===== config.mk =====
export PLATFORM = sky130hd
export DESIGN_NAME = branch_predictor
export DESIGN_NICKNAME = d
export VERILOG_FILES = /design/src/verilog/bp_pkg.sv /design/src/verilog/branch_predictor.sv /design/src/verilog/bp_csr_apb.sv /design/src/verilog/bp_gshare.sv /design/src/verilog/bp_btb.sv
export SDC_FILE = /design/constraint.sdc
export NUM_CORES = 1
export LEC_CHECK = 0
export ABC_AREA = 1
export BUFFER_PORTS_ARGS = -buffer_cell sky130_fd_sc_hd__buf_2
export CAP_MARGIN = 10
export CORE_ASPECT_RATIO = 2
export CORE_MARGIN = 2
export CORE_UTILIZATION = 55
export CTS_CLUSTER_SIZE = 14
export DETAILED_ROUTE_END_ITERATION = 10
export PLACE_DENSITY = 0.76
export REMOVE_ABC_BUFFERS = 1
export SETUP_SLACK_MARGIN = 0.3
export SYNTH_ARGS = -nofsm -noshare
export SYNTH_HDL_FRONTEND = slang
export SYNTH_SLANG_ARGS = --single-unit

===== constraint.sdc =====
create_clock -name clk -period 16.33 [get_ports clk]
set_input_delay 4.899 -clock clk [delete_from_list [all_inputs] [get_ports clk]]
set_output_delay 4.899 -clock clk [all_outputs]
set_load 0.05 [all_outputs]

===== src/verilog/bp_pkg.sv =====
// Shared opcodes, counter type and APB register map for the branch predictor; referenced by scope
package bp_pkg;

    // RISC-V major opcodes of the control-transfer instructions
    localparam logic [6:0] op_jal    = 7'b1101111;
    localparam logic [6:0] op_jalr   = 7'b1100111;
    localparam logic [6:0] op_branch = 7'b1100011;

    // Instruction address width
    localparam int pc_width = 32;

    // APB data width
    localparam int apb_data_width = 32;

    // APB address width, byte offsets
    localparam int apb_addr_width = 4;

    // 2-bit saturating counter, upper bit set means taken
    typedef logic [1:0] ctr_t;

    // Register byte offsets
    localparam logic [apb_addr_width-1:0] reg_ctrl        = 4'h0;
    localparam logic [apb_addr_width-1:0] reg_updates     = 4'h4;
    localparam logic [apb_addr_width-1:0] reg_mispredicts = 4'h8;
    localparam logic [apb_addr_width-1:0] reg_ghr         = 4'hc;

    // Control register bits
    localparam int ctrl_enable_bit    = 0;
    localparam int ctrl_btb_flush_bit = 1;
    localparam int ctrl_ghr_clear_bit = 2;

endpackage

===== src/verilog/branch_predictor.sv =====
// Fetch-stage branch predictor top level joining the BTB, gshare and APB register block
module branch_predictor #(
    parameter int num_btb_entries = 4,
    parameter int num_ghr_bits    = 5
) (
    input  logic                                clk,
    input  logic                                reset_i,
    // Fetch
    input  logic [bp_pkg::pc_width-1:0]         fetch_pc_i,
    output logic                                pred_taken_o,
    output logic [bp_pkg::pc_width-1:0]         pred_target_o,
    output logic [num_ghr_bits-1:0]             pred_pht_index_o,
    // Resolve from execute
    input  logic                                res_valid_i,
    input  logic [bp_pkg::pc_width-1:0]         res_pc_i,
    input  logic [6:0]                          res_op_i,
    input  logic [bp_pkg::pc_width-1:0]         res_target_i,
    input  logic                                res_taken_i,
    input  logic [num_ghr_bits-1:0]             res_pht_index_i,
    input  logic                                res_mispredict_i,
    // APB
    input  logic                                psel_i,
    input  logic                                penable_i,
    input  logic                                pwrite_i,
    input  logic [bp_pkg::apb_addr_width-1:0]   paddr_i,
    input  logic [bp_pkg::apb_data_width-1:0]   pwdata_i,
    output logic [bp_pkg::apb_data_width-1:0]   prdata_o,
    output logic                                pready_o,
    output logic                                pslverr_o
);

    logic                    enable;
    logic                    btb_flush;
    logic                    ghr_clear;
    logic                    pht_taken;
    logic [num_ghr_bits-1:0] ghr;

    bp_btb #(
        .num_btb_entries(num_btb_entries)
    ) i_btb (
        .clk           (clk),
        .reset_i       (reset_i),
        .fetch_pc_i    (fetch_pc_i),
        .enable_i      (enable),
        .flush_i       (btb_flush),
        .pht_taken_i   (pht_taken),
        .res_valid_i   (res_valid_i),
        .res_pc_i      (res_pc_i),
        .res_op_i      (res_op_i),
        .res_target_i  (res_target_i),
        .pred_taken_o  (pred_taken_o),
        .pred_target_o (pred_target_o)
    );

    bp_gshare #(
        .num_ghr_bits(num_ghr_bits)
    ) i_gshare (
        .clk             (clk),
        .reset_i         (reset_i),
        .fetch_pc_i      (fetch_pc_i),
        .ghr_clear_i     (ghr_clear),
        .res_valid_i     (res_valid_i),
        .res_op_i        (res_op_i),
        .res_taken_i     (res_taken_i),
        .res_pht_index_i (res_pht_index_i),
        .pht_taken_o     (pht_taken),
        .pht_index_o     (pred_pht_index_o),
        .ghr_o           (ghr)
    );

    bp_csr_apb #(
        .num_ghr_bits(num_ghr_bits)
    ) i_csr (
        .clk              (clk),
        .reset_i          (reset_i),
        .psel_i           (psel_i),
        .penable_i        (penable_i),
        .pwrite_i         (pwrite_i),
        .paddr_i          (paddr_i),
        .pwdata_i         (pwdata_i),
        .res_valid_i      (res_valid_i),
        .res_op_i         (res_op_i),
        .res_mispredict_i (res_mispredict_i),
        .ghr_i            (ghr),
        .prdata_o         (prdata_o),
        .pready_o         (pready_o),
        .pslverr_o        (pslverr_o),
        .enable_o         (enable),
        .btb_flush_o      (btb_flush),
        .ghr_clear_o      (ghr_clear)
    );

endmodule


===== src/verilog/bp_csr_apb.sv =====
// APB register block with predictor control, flush and clear pulses, and resolve statistics
module bp_csr_apb #(
    parameter int num_ghr_bits = 5
) (
    input  logic                                clk,
    input  logic                                reset_i,
    input  logic                                psel_i,
    input  logic                                penable_i,
    input  logic                                pwrite_i,
    input  logic [bp_pkg::apb_addr_width-1:0]   paddr_i,
    input  logic [bp_pkg::apb_data_width-1:0]   pwdata_i,
    input  logic                                res_valid_i,
    input  logic [6:0]                          res_op_i,
    input  logic                                res_mispredict_i,
    input  logic [num_ghr_bits-1:0]             ghr_i,
    output logic [bp_pkg::apb_data_width-1:0]   prdata_o,
    output logic                                pready_o,
    output logic                                pslverr_o,
    output logic                                enable_o,
    output logic                                btb_flush_o,
    output logic                                ghr_clear_o
);

    logic        access;
    logic        bad_addr;
    logic        ctrl_write;
    logic        res_ctl;
    logic        enable_q;
    logic [31:0] updates_q;
    logic [31:0] mispredicts_q;

    // No wait states
    assign pready_o = 1'b1;
    assign access   = psel_i && penable_i;

    // Anything past the history register is unmapped
    assign bad_addr = paddr_i > bp_pkg::reg_ghr;

    // Only the control register takes writes
    assign pslverr_o  = access && (bad_addr || (pwrite_i && paddr_i != bp_pkg::reg_ctrl));
    assign ctrl_write = access && pwrite_i && (paddr_i == bp_pkg::reg_ctrl);

    // Flush and clear act on the edge that ends the access phase
    assign btb_flush_o = ctrl_write && pwdata_i[bp_pkg::ctrl_btb_flush_bit];
    assign ghr_clear_o = ctrl_write && pwdata_i[bp_pkg::ctrl_ghr_clear_bit];

    assign enable_o = enable_q;

    always_ff @(posedge clk) begin
        if (reset_i) begin
            enable_q <= 1'b1;
        end else if (ctrl_write) begin
            enable_q <= pwdata_i[bp_pkg::ctrl_enable_bit];
        end
    end

    // Any resolved control transfer counts as an update
    assign res_ctl = res_valid_i && ((res_op_i == bp_pkg::op_jal) ||
                                     (res_op_i == bp_pkg::op_jalr) ||
                                     (res_op_i == bp_pkg::op_branch));

    // Statistics wrap around
    always_ff @(posedge clk) begin
        if (reset_i) begin
            updates_q     <= '0;
            mispredicts_q <= '0;
        end else if (res_ctl) begin
            updates_q <= updates_q + 32'd1;
            if (res_mispredict_i) begin
                mispredicts_q <= mispredicts_q + 32'd1;
            end
        end
    end

    // Read mux
    always_comb begin
        prdata_o = '0;
        case (paddr_i)
            bp_pkg::reg_ctrl: begin
                prdata_o[bp_pkg::ctrl_enable_bit] = enable_q;
            end
            bp_pkg::reg_updates: begin
                prdata_o = updates_q;
            end
            bp_pkg::reg_mispredicts: begin
                prdata_o = mispredicts_q;
            end
            bp_pkg::reg_ghr: begin
                prdata_o[num_ghr_bits-1:0] = ghr_i;
            end
            default: begin
                prdata_o = '0;
            end
        endcase
    end

endmodule


===== src/verilog/bp_gshare.sv =====
// Gshare direction predictor with global history and a table of saturating counters
module bp_gshare #(
    parameter int num_ghr_bits = 5
) (
    input  logic                          clk,
    input  logic                          reset_i,
    input  logic [bp_pkg::pc_width-1:0]   fetch_pc_i,
    input  logic                          ghr_clear_i,
    input  logic                          res_valid_i,
    input  logic [6:0]                    res_op_i,
    input  logic                          res_taken_i,
    input  logic [num_ghr_bits-1:0]       res_pht_index_i,
    output logic                          pht_taken_o,
    output logic [num_ghr_bits-1:0]       pht_index_o,
    output logic [num_ghr_bits-1:0]       ghr_o
);

    localparam int num_pht_entries = 1 << num_ghr_bits;

    bp_pkg::ctr_t            pht_q [num_pht_entries];
    logic [num_ghr_bits-1:0] ghr_q;
    logic                    train;
    bp_pkg::ctr_t            res_ctr;

    // Only conditional branches train direction state
    assign train = res_valid_i && (res_op_i == bp_pkg::op_branch);

    // Fetch-time index, handed to the core and returned at resolve
    assign pht_index_o = fetch_pc_i[num_ghr_bits+1:2] ^ ghr_q;
    assign pht_taken_o = pht_q[pht_index_o][1];
    assign ghr_o       = ghr_q;

    assign res_ctr = pht_q[res_pht_index_i];

    // Counter table, starts strongly not taken
    always_ff @(posedge clk) begin
        if (reset_i) begin
            for (int i = 0; i < num_pht_entries; i++) begin
                pht_q[i] <= '0;
            end
        end else if (train) begin
            if (res_taken_i) begin
                if (res_ctr != 2'b11) begin
                    pht_q[res_pht_index_i] <= res_ctr + 2'b01;
                end
            end else begin
                if (res_ctr != 2'b00) begin
                    pht_q[res_pht_index_i] <= res_ctr - 2'b01;
                end
            end
        end
    end

    // History shifts left with the actual outcome in bit 0
    always_ff @(posedge clk) begin
        if (reset_i || ghr_clear_i) begin
            ghr_q <= '0;
        end else if (train) begin
            ghr_q <= {ghr_q[num_ghr_bits-2:0], res_taken_i};
        end
    end

endmodule


===== src/verilog/bp_btb.sv =====
// Direct-mapped branch target buffer; gives the predicted direction and next PC for a fetch PC
module bp_btb #(
    parameter int num_btb_entries = 4
) (
    input  logic                          clk,
    input  logic                          reset_i,
    input  logic [bp_pkg::pc_width-1:0]   fetch_pc_i,
    input  logic                          enable_i,
    input  logic                          flush_i,
    input  logic                          pht_taken_i,
    input  logic                          res_valid_i,
    input  logic [bp_pkg::pc_width-1:0]   res_pc_i,
    input  logic [6:0]                    res_op_i,
    input  logic [bp_pkg::pc_width-1:0]   res_target_i,
    output logic                          pred_taken_o,
    output logic [bp_pkg::pc_width-1:0]   pred_target_o
);

    localparam int idx_bits = $clog2(num_btb_entries);

    // Entry storage
    logic [bp_pkg::pc_width-1:0] tag_q    [num_btb_entries];
    logic [bp_pkg::pc_width-1:0] target_q [num_btb_entries];
    logic                        jump_q   [num_btb_entries];
    logic                        branch_q [num_btb_entries];
    logic                        valid_q  [num_btb_entries];

    logic [idx_bits-1:0] fetch_idx;
    logic [idx_bits-1:0] res_idx;
    logic                res_is_jump;
    logic                res_is_branch;
    logic                write_en;
    logic                hit;

    assign fetch_idx = fetch_pc_i[idx_bits+1:2];
    assign res_idx   = res_pc_i[idx_bits+1:2];

    // Classify the resolved instruction
    assign res_is_jump   = (res_op_i == bp_pkg::op_jal) || (res_op_i == bp_pkg::op_jalr);
    assign res_is_branch = (res_op_i == bp_pkg::op_branch);

    // A flush in the same cycle suppresses the write
    assign write_en = res_valid_i && (res_is_jump || res_is_branch) && !flush_i;

    // Valid bits carry the entry state
    always_ff @(posedge clk) begin
        if (reset_i || flush_i) begin
            for (int i = 0; i < num_btb_entries; i++) begin
                valid_q[i] <= 1'b0;
            end
        end else if (write_en) begin
            valid_q[res_idx] <= 1'b1;
        end
    end

    // Entry payload, written together with the valid bit
    always_ff @(posedge clk) begin
        if (write_en) begin
            tag_q[res_idx]    <= res_pc_i;
            target_q[res_idx] <= res_target_i;
            jump_q[res_idx]   <= res_is_jump;
            branch_q[res_idx] <= res_is_branch;
        end
    end

    // Full-PC tag compare
    assign hit = enable_i && valid_q[fetch_idx] && (tag_q[fetch_idx] == fetch_pc_i);

    // Next-PC selection
    always_comb begin
        pred_taken_o  = 1'b0;
        pred_target_o = fetch_pc_i + 32'd4;
        if (hit) begin
            if (jump_q[fetch_idx]) begin
                // Jumps are always taken
                pred_taken_o  = 1'b1;
                pred_target_o = target_q[fetch_idx];
            end else if (branch_q[fetch_idx]) begin
                pred_taken_o  = pht_taken_i;
                pred_target_o = target_q[fetch_idx];
            end
        end
    end

endmodule


# After elaboration in Yosys (flattened, before gate mapping)
# Memories as Yosys holds them, arrays and structs flattened.
# Index checks and enable logic that the tools add are counted.
# word_totals
register_bits,70
ram_bits,332
input_bits,152
output_inout_bits,72
wordCells,84
n_memories,6
# op_classes
add_sub_neg,5
magnitude_cmp,1
eq_ne,8
mux,34
bitwise_logic,2
n_reduce_logical,24
# mem_list
name,words,width,read_ports,rd_clocked_by_memory_dff,write_ports,line_no,rtl
i_btb.tag_q,4,32,1,0,1,bp_btb.sv:22,logic [bp_pkg::pc_width-1:0] tag_q [num_btb_entries];
i_btb.target_q,4,32,1,0,1,bp_btb.sv:23,logic [bp_pkg::pc_width-1:0] target_q [num_btb_entries];
i_gshare.pht_q,32,2,2,0,32,bp_gshare.sv:20,bp_pkg::ctr_t pht_q [num_pht_entries];
i_btb.branch_q,4,1,1,0,1,bp_btb.sv:25,logic branch_q [num_btb_entries];
i_btb.jump_q,4,1,1,0,1,bp_btb.sv:24,logic jump_q [num_btb_entries];
i_btb.valid_q,4,1,1,0,4,bp_btb.sv:26,logic valid_q [num_btb_entries];
# op_table
cell,n
$mux 32,3
$add 32x1->32 const B,2
$pmux 27 s2,1
$add 32x3->32 const B,1
$eq 32x32->1,1
$mux 1,24
$eq 7x7->1 const B,3
$logic_and 1x1->1,12
$pmux 4 s3,1
$eq 4x4->1 const B,2
$mux 2,3
$logic_or 1x1->1,5
$mux 5,1
$xor 5x5->5,1
$eq 4x3->1 const B,1
$gt 4x4->1 const B,1
$logic_not 4->1,1
$pmux 1 s4,1
$reduce_bool 4->1,1
$add 2x1->2 const B,1
$ne 2x2->1 const B,1
$reduce_and 2->1,1
$reduce_bool 2->1,1
$reduce_or 2->1,1
4 further kinds,4

# Longest topological paths before layout
# Gate-level depths: netlist of run 1.
# depth
ltp_word,11
ltp_mapped,17
depth_no_buf,14

# Hierarchy
# From an unflattened synthesis of run 1, not the netlist that was laid out.
# unflattened
hier_cells,2517
hier_area_um2,20880.0
# by_module_without_submodules
mod,n_inst,cells_per_inst,area_each_um2,seq_area_each_um2
bp_btb,1,1310,12721.0,8047.7
bp_csr_apb,1,703,4265.3,1301.2
bp_gshare,1,504,3893.7,2021.9

# Least setup slack after synthesis of run 1
# Ideal clock, no wire load.
# synth_path
path_type,input port to output port
from,in fetch_pc_i[2] in the netlist's numbering
to,out pred_taken_o
arrival_ns,7.402
setup_slack_ns,4.029
stages,13
cell_sequence,buf_4 > buf_2 > nand2_1 > nand2_1 > buf_2 > nand2_1 > nand3_1 > nand3_1 > nand3_1 > nand2_1 > nand2_1 > nand3_1 > a21boi_0
# synth_via
elab_chain_cells,5
word_cells_on_any_way,12
classes_between,1 x eq/ne; 3 x mux; 1 x bitwise; 2 x reduce/logical; 5 x memory
# synth_rtl
element,line_no,rtl
"start, declared",branch_predictor.sv:9,"input logic [bp_pkg::pc_width-1:0] fetch_pc_i,"
$xor 5x5->5,bp_gshare.sv:29,assign pht_index_o = fetch_pc_i[num_ghr_bits+1:2] ^ ghr_q;
net pred_pht_index_o[0],branch_predictor.sv:12,"output logic [num_ghr_bits-1:0] pred_pht_index_o,"
$mem_v2 32x2,n/a,
$mux 1,bp_btb.sv:78,end else if (branch_q[fetch_idx]) begin
$mux 1,bp_btb.sv:74,if (jump_q[fetch_idx]) begin
$mux 1,bp_btb.sv:73,if (hit) begin
"end, declared",branch_predictor.sv:10,"output logic pred_taken_o,"
# The timed path passes the listed nets, and every way through them passes these cells.

# Final worst setup path of run 1
# layout_path
from,in fetch_pc_i[2] in the netlist's numbering
to,out pred_target_o[16] in the netlist's numbering
# layout_via
elab_chain_cells,4
word_cells_on_any_way,12
classes_between,1 x add/sub; 1 x eq/ne; 3 x mux; 2 x reduce/logical; 5 x memory
# layout_rtl
element,line_no,rtl
"$add 32x3->32, or another cell as far along",bp_btb.sv:72,pred_target_o = fetch_pc_i + 32'd4;
"$mux 32, or another cell as far along",bp_btb.sv:78,
$mux 32 or $logic_and 1x1->1 (tied branches),"bp_btb.sv:74, bp_btb.sv:67",
$mux 32 (*),bp_btb.sv:73,
"end, declared",branch_predictor.sv:11,"output logic [bp_pkg::pc_width-1:0] pred_target_o,"
# Every way passes the cells marked *; elsewhere a longest branch is shown, timed or not.

==> reports/metrics.csv, run 1 <==
metric,value,unit
die_area,38900,µm²
initial_core_util,55.5,%
antenna_found_initial,13,
pwr_density_cell,94.8,nW/µm²
fmax,70.7,MHz
worst_slack,2.19,ns
ios,224,
cts-resized-gates,0,
synth_common_cells,"905 x nand2_1, 332 x edfxtp_1, 261 x nor2_1, 227 x nand3_1, 137 x inv_1",
wire_per_inst,18.3,µm
nNetsFinal,2751,
via_per_inst,5.69,
synth_top_area_cell,edfxtp_1,
required,11.43,ns
max_slew_margin,16.9,%
intPower,0.00163,W
path_class,in2out,
min_period_over_period,86.6,%
drive_above_1_share,11.0,%
worst_setup_path_start_kind,input pin,
ys_seq_elements,402,
grt_pass1_vias,16400,
path_clk_slew,0.07,ns
dr.pass1.iters,6,
maxCapViolations,0,
dpl_cell_area,21700,µm²
drt_wl_total,56400,µm
power.switching,0.000534,W
setup_viol,0,
leakage,9.14,nW
root_buffer,clkbuf_16,
stdcell_area,22800,µm²
postCtsSetupRepairBufs,0,
synth_area,20500,µm²
cts_buffers,37,
numPortBuffers,193,
synth_edf_count,332,
core-area,36900,µm²
cts_buffer_depth,3,
first_iter_violations,1622,
gp_congestion,0.980,
fin_tns_setup,0,ns
synth-seq-area-share,55.6,%
vdd_drop_max,0.000118,V
synth_cell_types,44,
status,"finished, final reports clean",
fin_crit,14.14,ns
synthTopCellsByArea,"edfxtp_1 49%, nand2_1 17%, dfxtp_1 6.8%",
seqPwrFrac,51.7,%
cts_hold_buf,0,
synth_top_cell_area_share,48.7,%
synthArstFlopShare,0,%
hpwl,37700,µm
rows,100,
post-route-util,61.8,%
clock_skew,0.00874,ns
hold_violations,0,
rsz0062_at_grt,false,
area_delta_synth_final,11.4,%
clk_latency,0.54,ns
synthMostInstantiatedCell,nand2_1,
remaining_drc_errors,0,
syn_avg_cell_area,8.34,µm²
hold_class,reg2reg,
clkPwrFrac,38.8,%
die_h,277,µm
overflow,0,
netlist_instances,2454,
ant_nets,0,
cts_tree,built,
preCtsSetupSlack,2.21,ns
synth_top_flop_cell,edfxtp_1,
yosysWarnings,0,
arrival,9.24,ns
grtUsageTotal,28.7,%
path_max_fanout,81,
combPwrFrac,9.5,%
grt_max_degree,99,
swShare,24.7,%
maxSlewViolCount,0,
grt_pass1_wl,87400,µm
via_count,17500,
htreeDepth,2,
clock_sinks,402,
whs,0.469,ns
die_x,140,µm
max_slew.worst_pin.slew,1.24,ns
critPathCaptureType,primary output,
nFillCells,3168,
## power groups by stage
stage                     clock (W)  combinational, W  sequential (W)
final                      0.000838          0.000206         0.00112
after global routing       0.000881          0.000226         0.00112
after CTS                  0.000847          0.000204         0.00112
after detailed placement          0          0.000203         0.00114
after global placement            0          0.000200         0.00114
after floorplan                   0          0.000118         0.00114
## cells in the final DEF (no fill, tap or decap), types with 54 or more instances in the layout
cell      instances
nand2_1         905
edfxtp_1        332
nor2_1          259
nand3_1         227
buf_2           192
inv_1           137
o21ai_0          98
dfxtp_1          70
a21oi_1          69
nor3_1           54
## worst paths after layout
path                                   startpoint                                    to  slack, ns  depth (start not counted)
max                                 fetch_pc_i[2]                     pred_target_o[16]       2.19                         10
min          i_csr.mispredicts_q[31]$_SDFFE_PP0P_  i_csr.mispredicts_q[31]$_SDFFE_PP0P_       0.47                          2
max reg2reg   i_gshare.pht_q[26][0]$_SDFFCE_PN0P_    i_gshare.pht_q[3][0]$_SDFFCE_PN0P_      13.25                         14
min reg2reg  i_csr.mispredicts_q[31]$_SDFFE_PP0P_  i_csr.mispredicts_q[31]$_SDFFE_PP0P_       0.47                          2
## worst max-delay path, cell delays in order
cell,delay [ns]
buf_4,0.24
inv_4,0.67
nand2_1,0.10
a32oi_1,0.94
inv_1,0.67
nand2_1,0.77
nand2_2,0.42
nand2_1,0.16
nand2_1,0.09
buf_2,0.23
## through the flow
step           std cells  power [W]
2_1_floorplan       2348    0.00126
3_3_place_gp        3016    0.00134
3_5_place_dp        3016    0.00134
4_1_cts             3075    0.00217
5_1_grt             3081    0.00223
6_report            3082    0.00216
## registers in the layout, indices dropped and copies added (netlist names)
register             count
i_csr.enable_o           1
i_csr.mispredicts_q     32
i_csr.updates_q         32
i_btb.jump_q             4
i_btb.target_q         128
i_btb.valid_q            4
i_gshare.ghr_o           5
i_gshare.pht_q          64
i_btb.tag_q            128
i_btb.branch_q           4
## area by class of cell
class	count	area (µm²)	share of cell area [%]
Antenna cell	7	17.5	0.0768
Clock buffer	45	976	4.28
Clock inverter	14	150	0.659
Inverter	144	547	2.40
Multi-Input combinational cell	1802	8080	35.4
Sequential cell	402	11400	49.9
Tap cell	459	574	2.52
Timing Repair Buffer	209	1090	4.77
## cell families after synthesis
family	share of synthesized area [%]
and+or+nand+nor	30.4
xor gates and xnor gates	2.40
buffers and inverters	5.11
DFF	55.6
adders and majority gates	0.183
AOI/OAI and AO/OA	6.34
other	0.0183
## layer usage
metal	wire [µm]	track usage, %
met1	22000	36.6
met2	27400	47.9
met3	4660	5.40
met4	2180	12.0
met5	86	0
Note: power is estimated with default switching activity, not from simulation.
==> run 2, diff against run 1 <==
--- a/config.mk
+++ b/config.mk
@@ -9,7 +9,7 @@
 export BUFFER_PORTS_ARGS = -buffer_cell sky130_fd_sc_hd__buf_2
 export CAP_MARGIN = 10
 export CORE_ASPECT_RATIO = 2
-export CORE_MARGIN = 2
+export CORE_MARGIN = 5
 export CORE_UTILIZATION = 55
 export CTS_CLUSTER_SIZE = 14
 export DETAILED_ROUTE_END_ITERATION = 10
==> run 2 against run 1 <==
Against the previous run:
- final cell count increased by 0.19%
- via count increased by 1.0%
- combinational power increased by 2%
- first-iteration DRC count decreased by 21%
- sequential share of layout area decreased by 0.12 points
- critical path depth unchanged
- final area increased by 0.25%
- maximum frequency increased by 3.8%
- global-route usage increased by 0.72 points
- count of clock-buffer cells in the layout increased by 6
- power increased by 0.78%
- highest routed layer unchanged
==> reports/metrics.csv, run 2 (synthesized netlist as in run 1, its figures left out) <==
metric,value,unit
status,"finished, final reports clean",
dp.cells,3018,
arrival,8.72,ns
clock_sinks,402,
multi_input_area,8080,µm²
max_slew_margin,20.1,%
hold_class,reg2reg,
grtUsageTotal,29.4,%
nFillCells,3224,
seqPwrFrac,51.3,%
grt_pass1_vias,17300,
regToRegStartpoint,i_gshare.pht_q[24][0]$_SDFFCE_PN0P_,
maxCapViolations,0,
die_x,146,µm
numPortBuffers,193,
path_max_fanout,73,
dr.pass1.iters,6,
final_cells,3088,
area_delta_synth_final,11.7,%
nNetsFinal,2753,
path_class,in2out,
dpl_cell_area,21700,µm²
htreeDepth,2,
worstHoldStart,i_csr.mispredicts_q[31]$_SDFFE_PP0P_,
cp-startpoint,fetch_pc_i[3],
overflow,0,
cts_buffers,37,
cts_buffer_depth,3,
cts-resized-gates,0,
ios,224,
initial_core_util,55.3,%
root_buffer,clkbuf_16,
power.switching,0.000527,W
cts_hold_buf,0,
clk_latency,0.53,ns
drt_wl_total,61900,µm
worst_setup_path_start_kind,input pin,
fin_tns_setup,0,ns
grt_pass1_wl,94000,µm
first_iter_violations,1275,
rsz0062_at_grt,false,
clock_skew,0.0140,ns
fin_crit,13.62,ns
remaining_drc_errors,0,
intPower,0.00165,W
clkPwrFrac,39.1,%
drive_above_1_share,11.0,%
min_period_over_period,83.4,%
setup_viol,0,
stdcell_area,22900,µm²
hold_violations,0,
top_regs,"i_btb.tag_q x128, i_btb.target_q x128, i_gshare.pht_q x64",
via_per_inst,5.73,
core-area,37000,µm²
gp_congestion,1.04,
layout_common_cells,"905 x nand2_1, 332 x edfxtp_1, 259 x nor2_1",
maxSlewViolCount,0,
wire_per_inst,20.0,µm
path_clk_slew,0.06,ns
cts_tree,built,
swShare,24.2,%
critPathCaptureType,primary output,
pwr_density_cell,95.3,nW/µm²
required,11.43,ns
hpwl,44000,µm
postCtsSetupRepairBufs,0,
ff_latch_area,11400,µm²
via_count,17700,
rows,100,
vdd_drop_max,0.0000863,V
fmax,73.4,MHz
grt_max_degree,74,
ant_nets,0,
mostFrequentLayoutCell,nand2_1,
die_h,283,µm
leakage,9.18,nW
max_slew.worst_pin.slew,1.19,ns
combPwrFrac,9.6,%
antenna_found_initial,11,
die_area,41400,µm²
[run 2: changes by cell type in the layout (fill, tap and decap cells not counted)]
cell / before / now
buf_4: 17 / 19
clkbuf_1: 6 / 9
clkbuf_16: 37 / 39
clkbuf_8: 2 / 3
clkinv_8: 2 / 1
clkinvlp_4: 3 / 0
diode_2: 7 / 9
[run 2: path summary, 6_finish.rpt]
path	to	slack [ns]	cells past startpoint
worst max-delay path	pred_target_o[13]	2.71	10
worst min-delay path	i_csr.mispredicts_q[31]$_SDFFE_PP0P_	0.47	2
worst max register to register	i_gshare.pht_q[21][1]$_SDFFCE_PN0P_	13.39	13
worst min register to register	i_csr.mispredicts_q[31]$_SDFFE_PP0P_	0.47	2
[run 2: worst max-delay path, cell delays in order]
cell and delay, ns:
buf_2 0.24, inv_4 0.69, a21oi_1 0.09, a32oi_1 0.93, inv_1 0.16, nand2_1 0.69, nand2_2 0.47, nand2_1 0.23
nand2_1 0.07, buf_2 0.21
[run 2: through the flow]
| stage | hold WS [ns] | total power, W | util (%) | setup WS, ns |
|---|---|---|---|---|
| 6_report | 0.465 | 0.00218 | 61.7 | 2.71 |
| 5_1_grt | 0.493 | 0.00225 | 61.7 | 2.41 |
| 4_1_cts | 0.470 | 0.00219 | 61.7 | 2.71 |
| 3_5_place_dp | 0.460 | 0.00135 | 58.5 | 2.73 |
| 3_3_place_gp | 0.453 | 0.00134 | 58.5 | 2.79 |
| 2_1_floorplan | 0.439 | 0.00126 | - | 3.16 |
[run 2: layout make-up]
class	count	share of cell area [%]
Clock inverter	10	0.487
Timing Repair Buffer	211	4.83
Inverter	144	2.39
Clock buffer	51	4.60
Antenna cell	9	0.0985
Multi-Input combinational cell	1802	35.3
Tap cell	459	2.51
Sequential cell	402	49.7
[run 2: routing by layer]
metal  global-route usage, %  share of wire, %
met5                       0             0.032
met4                    19.0               7.0
met3                    3.87               5.8
met2                    56.0                54
met1                    29.8                33
[run 2: power groups by stage]
stage                     clock, W  combinational, W  sequential (W)
final                     0.000851          0.000210         0.00112
after global routing      0.000902          0.000229         0.00112
after floorplan                  0          0.000118         0.00114
after global placement           0          0.000203         0.00114
after detailed placement         0          0.000207         0.00114
after CTS                 0.000866          0.000208         0.00112
==> run 3, diff against run 2 <==
--- a/config.mk
+++ b/config.mk
@@ -5,15 +5,15 @@
 export SDC_FILE = /design/constraint.sdc
 export NUM_CORES = 1
 export LEC_CHECK = 0
-export ABC_AREA = 1
+export ABC_AREA = 0
 export BUFFER_PORTS_ARGS = -buffer_cell sky130_fd_sc_hd__buf_2
 export CAP_MARGIN = 10
 export CORE_ASPECT_RATIO = 2
 export CORE_MARGIN = 5
-export CORE_UTILIZATION = 55
+export CORE_UTILIZATION = 53
 export CTS_CLUSTER_SIZE = 14
 export DETAILED_ROUTE_END_ITERATION = 10
-export PLACE_DENSITY = 0.76
+export PLACE_DENSITY = 0.77
 export REMOVE_ABC_BUFFERS = 1
 export SETUP_SLACK_MARGIN = 0.3
 export SYNTH_ARGS = -nofsm -noshare
==> constraint.sdc (replaced) <==
create_clock -name clk -period 11.5 [get_ports clk]
set_input_delay 3.45 -clock clk [delete_from_list [all_inputs] [get_ports clk]]
set_output_delay 3.45 -clock clk [all_outputs]
set_load 0.05 [all_outputs]
==> run 3 against run 2 <==
Against the previous run:
- global-route usage down 6.2 points
- synthesized cell count is 46% lower
- critical path depth unchanged
- worst setup slack got worse by 1.8 ns
- largest cell class unchanged
==> reports/metrics.csv, run 3 <==
metric,value,unit
status,"finished, final reports clean",
fin_tns_setup,0,ns
path_class,in2out,
antenna_found_initial,11,
layout_common_cells,"332 x edfxtp_1, 191 x buf_2, 113 x nor2_1",
die_h,274,µm
synth_top_area_cell,edfxtp_1,
overflow,0,
synth_cell_types,64,
grtUsageTotal,23.1,%
numPortBuffers,193,
cts_buffers,36,
clk_latency,0.53,ns
root_buffer,clkbuf_16,
required,8.05,ns
worst_setup_path_start_kind,input pin,
postCtsSetupRepairBufs,0,
path_max_fanout,51,
initial_core_util,53.2,%
via_per_inst,6.00,
area_delta_synth_final,13.1,%
post-route-util,60.1,%
max_slew_margin,29.7,%
final_cells,1964,
synthTopCellsByArea,"edfxtp_1 54%, mux4_2 9.0%, dfxtp_1 7.6%",
yosysWarnings,0,
max_slew.worst_pin.slew,1.05,ns
netlist_instances,1315,
synth-seq-area-share,61.4,%
arrival,7.14,ns
stdcell_area,20900,µm²
nFillCells,2721,
die_x,142,µm
ff_latch_area,11400,µm²
dp.cells,1898,
whs,0.495,ns
syn_avg_cell_area,14.1,µm²
first_iter_violations,677,
mostFrequentLayoutCell,edfxtp_1,
rows,97,
wire_per_inst,23.0,µm
pwr_density_cell,139,nW/µm²
gp_congestion,0.843,
nNetsFinal,1646,
leakage,7.23,nW
maxSlewViolCount,0,
hold_class,reg2reg,
synthMostInstantiatedCell,edfxtp_1,
multi_input_area,6740,µm²
remaining_drc_errors,0,
synth_top_cell_area_share,53.8,%
synthArstFlopShare,0,%
synth_area,18500,µm²
cts-resized-gates,0,
cts_buffer_depth,3,
clkPwrFrac,37.6,%
combPwrFrac,8.0,%
swShare,22.3,%
critPathCaptureType,primary output,
vdd_drop_max,0.000120,V
drive_above_1_share,25.2,%
rsz0062_at_grt,false,
clock_sinks,402,
min_period_over_period,92.1,%
power.switching,0.000650,W
synth_edf_count,332,
dpl_cell_area,19900,µm²
top_regs,"i_btb.tag_q x128, i_btb.target_q x128, i_gshare.pht_q x64",
path_clk_slew,0.06,ns
cts_tree,built,
core-area,34800,µm²
htreeDepth,2,
ant_nets,0,
fin_crit,10.59,ns
drt_wl_total,45100,µm
intPower,0.00227,W
synth_top_flop_cell,edfxtp_1,
clock_skew,0.0140,ns
setup_viol,0,
hpwl,31200,µm
seqPwrFrac,54.4,%
grt_pass1_wl,68700,µm
fmax,94.4,MHz
maxCapViolations,0,
hold_violations,0,
die_area,39000,µm²
grt_max_degree,69,
synth_common_cells,"332 x edfxtp_1, 116 x nor2_1, 77 x nand2_1, 74 x mux4_2, 70 x dfxtp_1",
grt_pass1_vias,12400,
ys_seq_elements,402,
via_count,11800,
dr.pass1.iters,5,
ios,224,
cts_hold_buf,0,
## run 3: cell types whose count changed after synthesis, sizes merged, moves of 39 or more
cell   before  now
inv       142   19
xnor2       5   48
mux4        0   76
nand3     228   46
nor2      264  116
mux2i       0   39
nand2     906   77
mux2        0   41
o21ai      99   28
o22ai      42    1
## run 3: final cells by class
cell class	count	area share (%)
clock buffers	51	4.73
diodes	9	0.108
inverters	19	0.341
well taps	445	2.66
multi-input cells	821	32.2
flip-flops and latches	402	54.3
repair buffers	211	5.48
clock inverters	6	0.173
## run 3: power by group through the flow
stage | Sequential [W] | Clock, W | Combinational (W)
finish | 0.00159 | 0.00110 | 0.000233
global route | 0.00159 | 0.00119 | 0.000249
CTS | 0.00159 | 0.00112 | 0.000234
detailed placement | 0.00162 | 0 | 0.000233
global placement | 0.00162 | 0 | 0.000227
floorplan | 0.00162 | 0 | 0.000129
## run 3: final timing paths
| path | from | endpoint | slack, ns | depth (start not counted) |
|---|---|---|---|---|
| setup / recovery | fetch_pc_i[2] | pred_target_o[0] | 0.91 | 10 |
| setup reg to reg | i_gshare.pht_q[26][0]$_SDFFCE_PN0P_ | i_gshare.pht_q[31][1]$_SDFFCE_PN0P_ | 7.62 | 7 |
| hold / removal | i_csr.updates_q[31]$_SDFFE_PP0P_ | i_csr.updates_q[31]$_SDFFE_PP0P_ | 0.49 | 2 |
| hold reg to reg | i_csr.updates_q[31]$_SDFFE_PP0P_ | i_csr.updates_q[31]$_SDFFE_PP0P_ | 0.49 | 2 |
## run 3: cells by family after synthesis
kind of cell | Yosys count | synth area share [%]
flip-flops | 402 | 61.4
AND/OR/NAND/NOR | 404 | 10.9
multiplexers | 156 | 14.5
adder cells (fa/ha/maj) | 3 | 0.203
other | 1 | 0.0203
XOR/XNOR | 100 | 4.73
buffers and inverters | 92 | 2.34
AO/OA/AOI/OAI | 157 | 5.91
## run 3: per-stage QoR
step | worst slack [ns] | power, W
finish | 0.905 | 0.00292
global route | 0.699 | 0.00302
CTS | 0.858 | 0.00294
detailed placement | 0.869 | 0.00185
global placement | 0.974 | 0.00184
floorplan | 1.04 | 0.00175
## run 3: critical path: stages
cell and delay, ns:
buf_6 0.46, buf_12 0.33, mux4_1 0.63, xnor2_1 0.22
nand4_1 0.14, or4_1 0.49, nor4_4 0.41, buf_12 0.32
mux2_2 0.37, buf_2 0.21
## run 3: metal layers
layer	routed length, µm	GRT usage [%]
met5	41	0
met4	2490	12.4
met2	25300	43.7
met3	2250	3.19
met1	15000	24.2
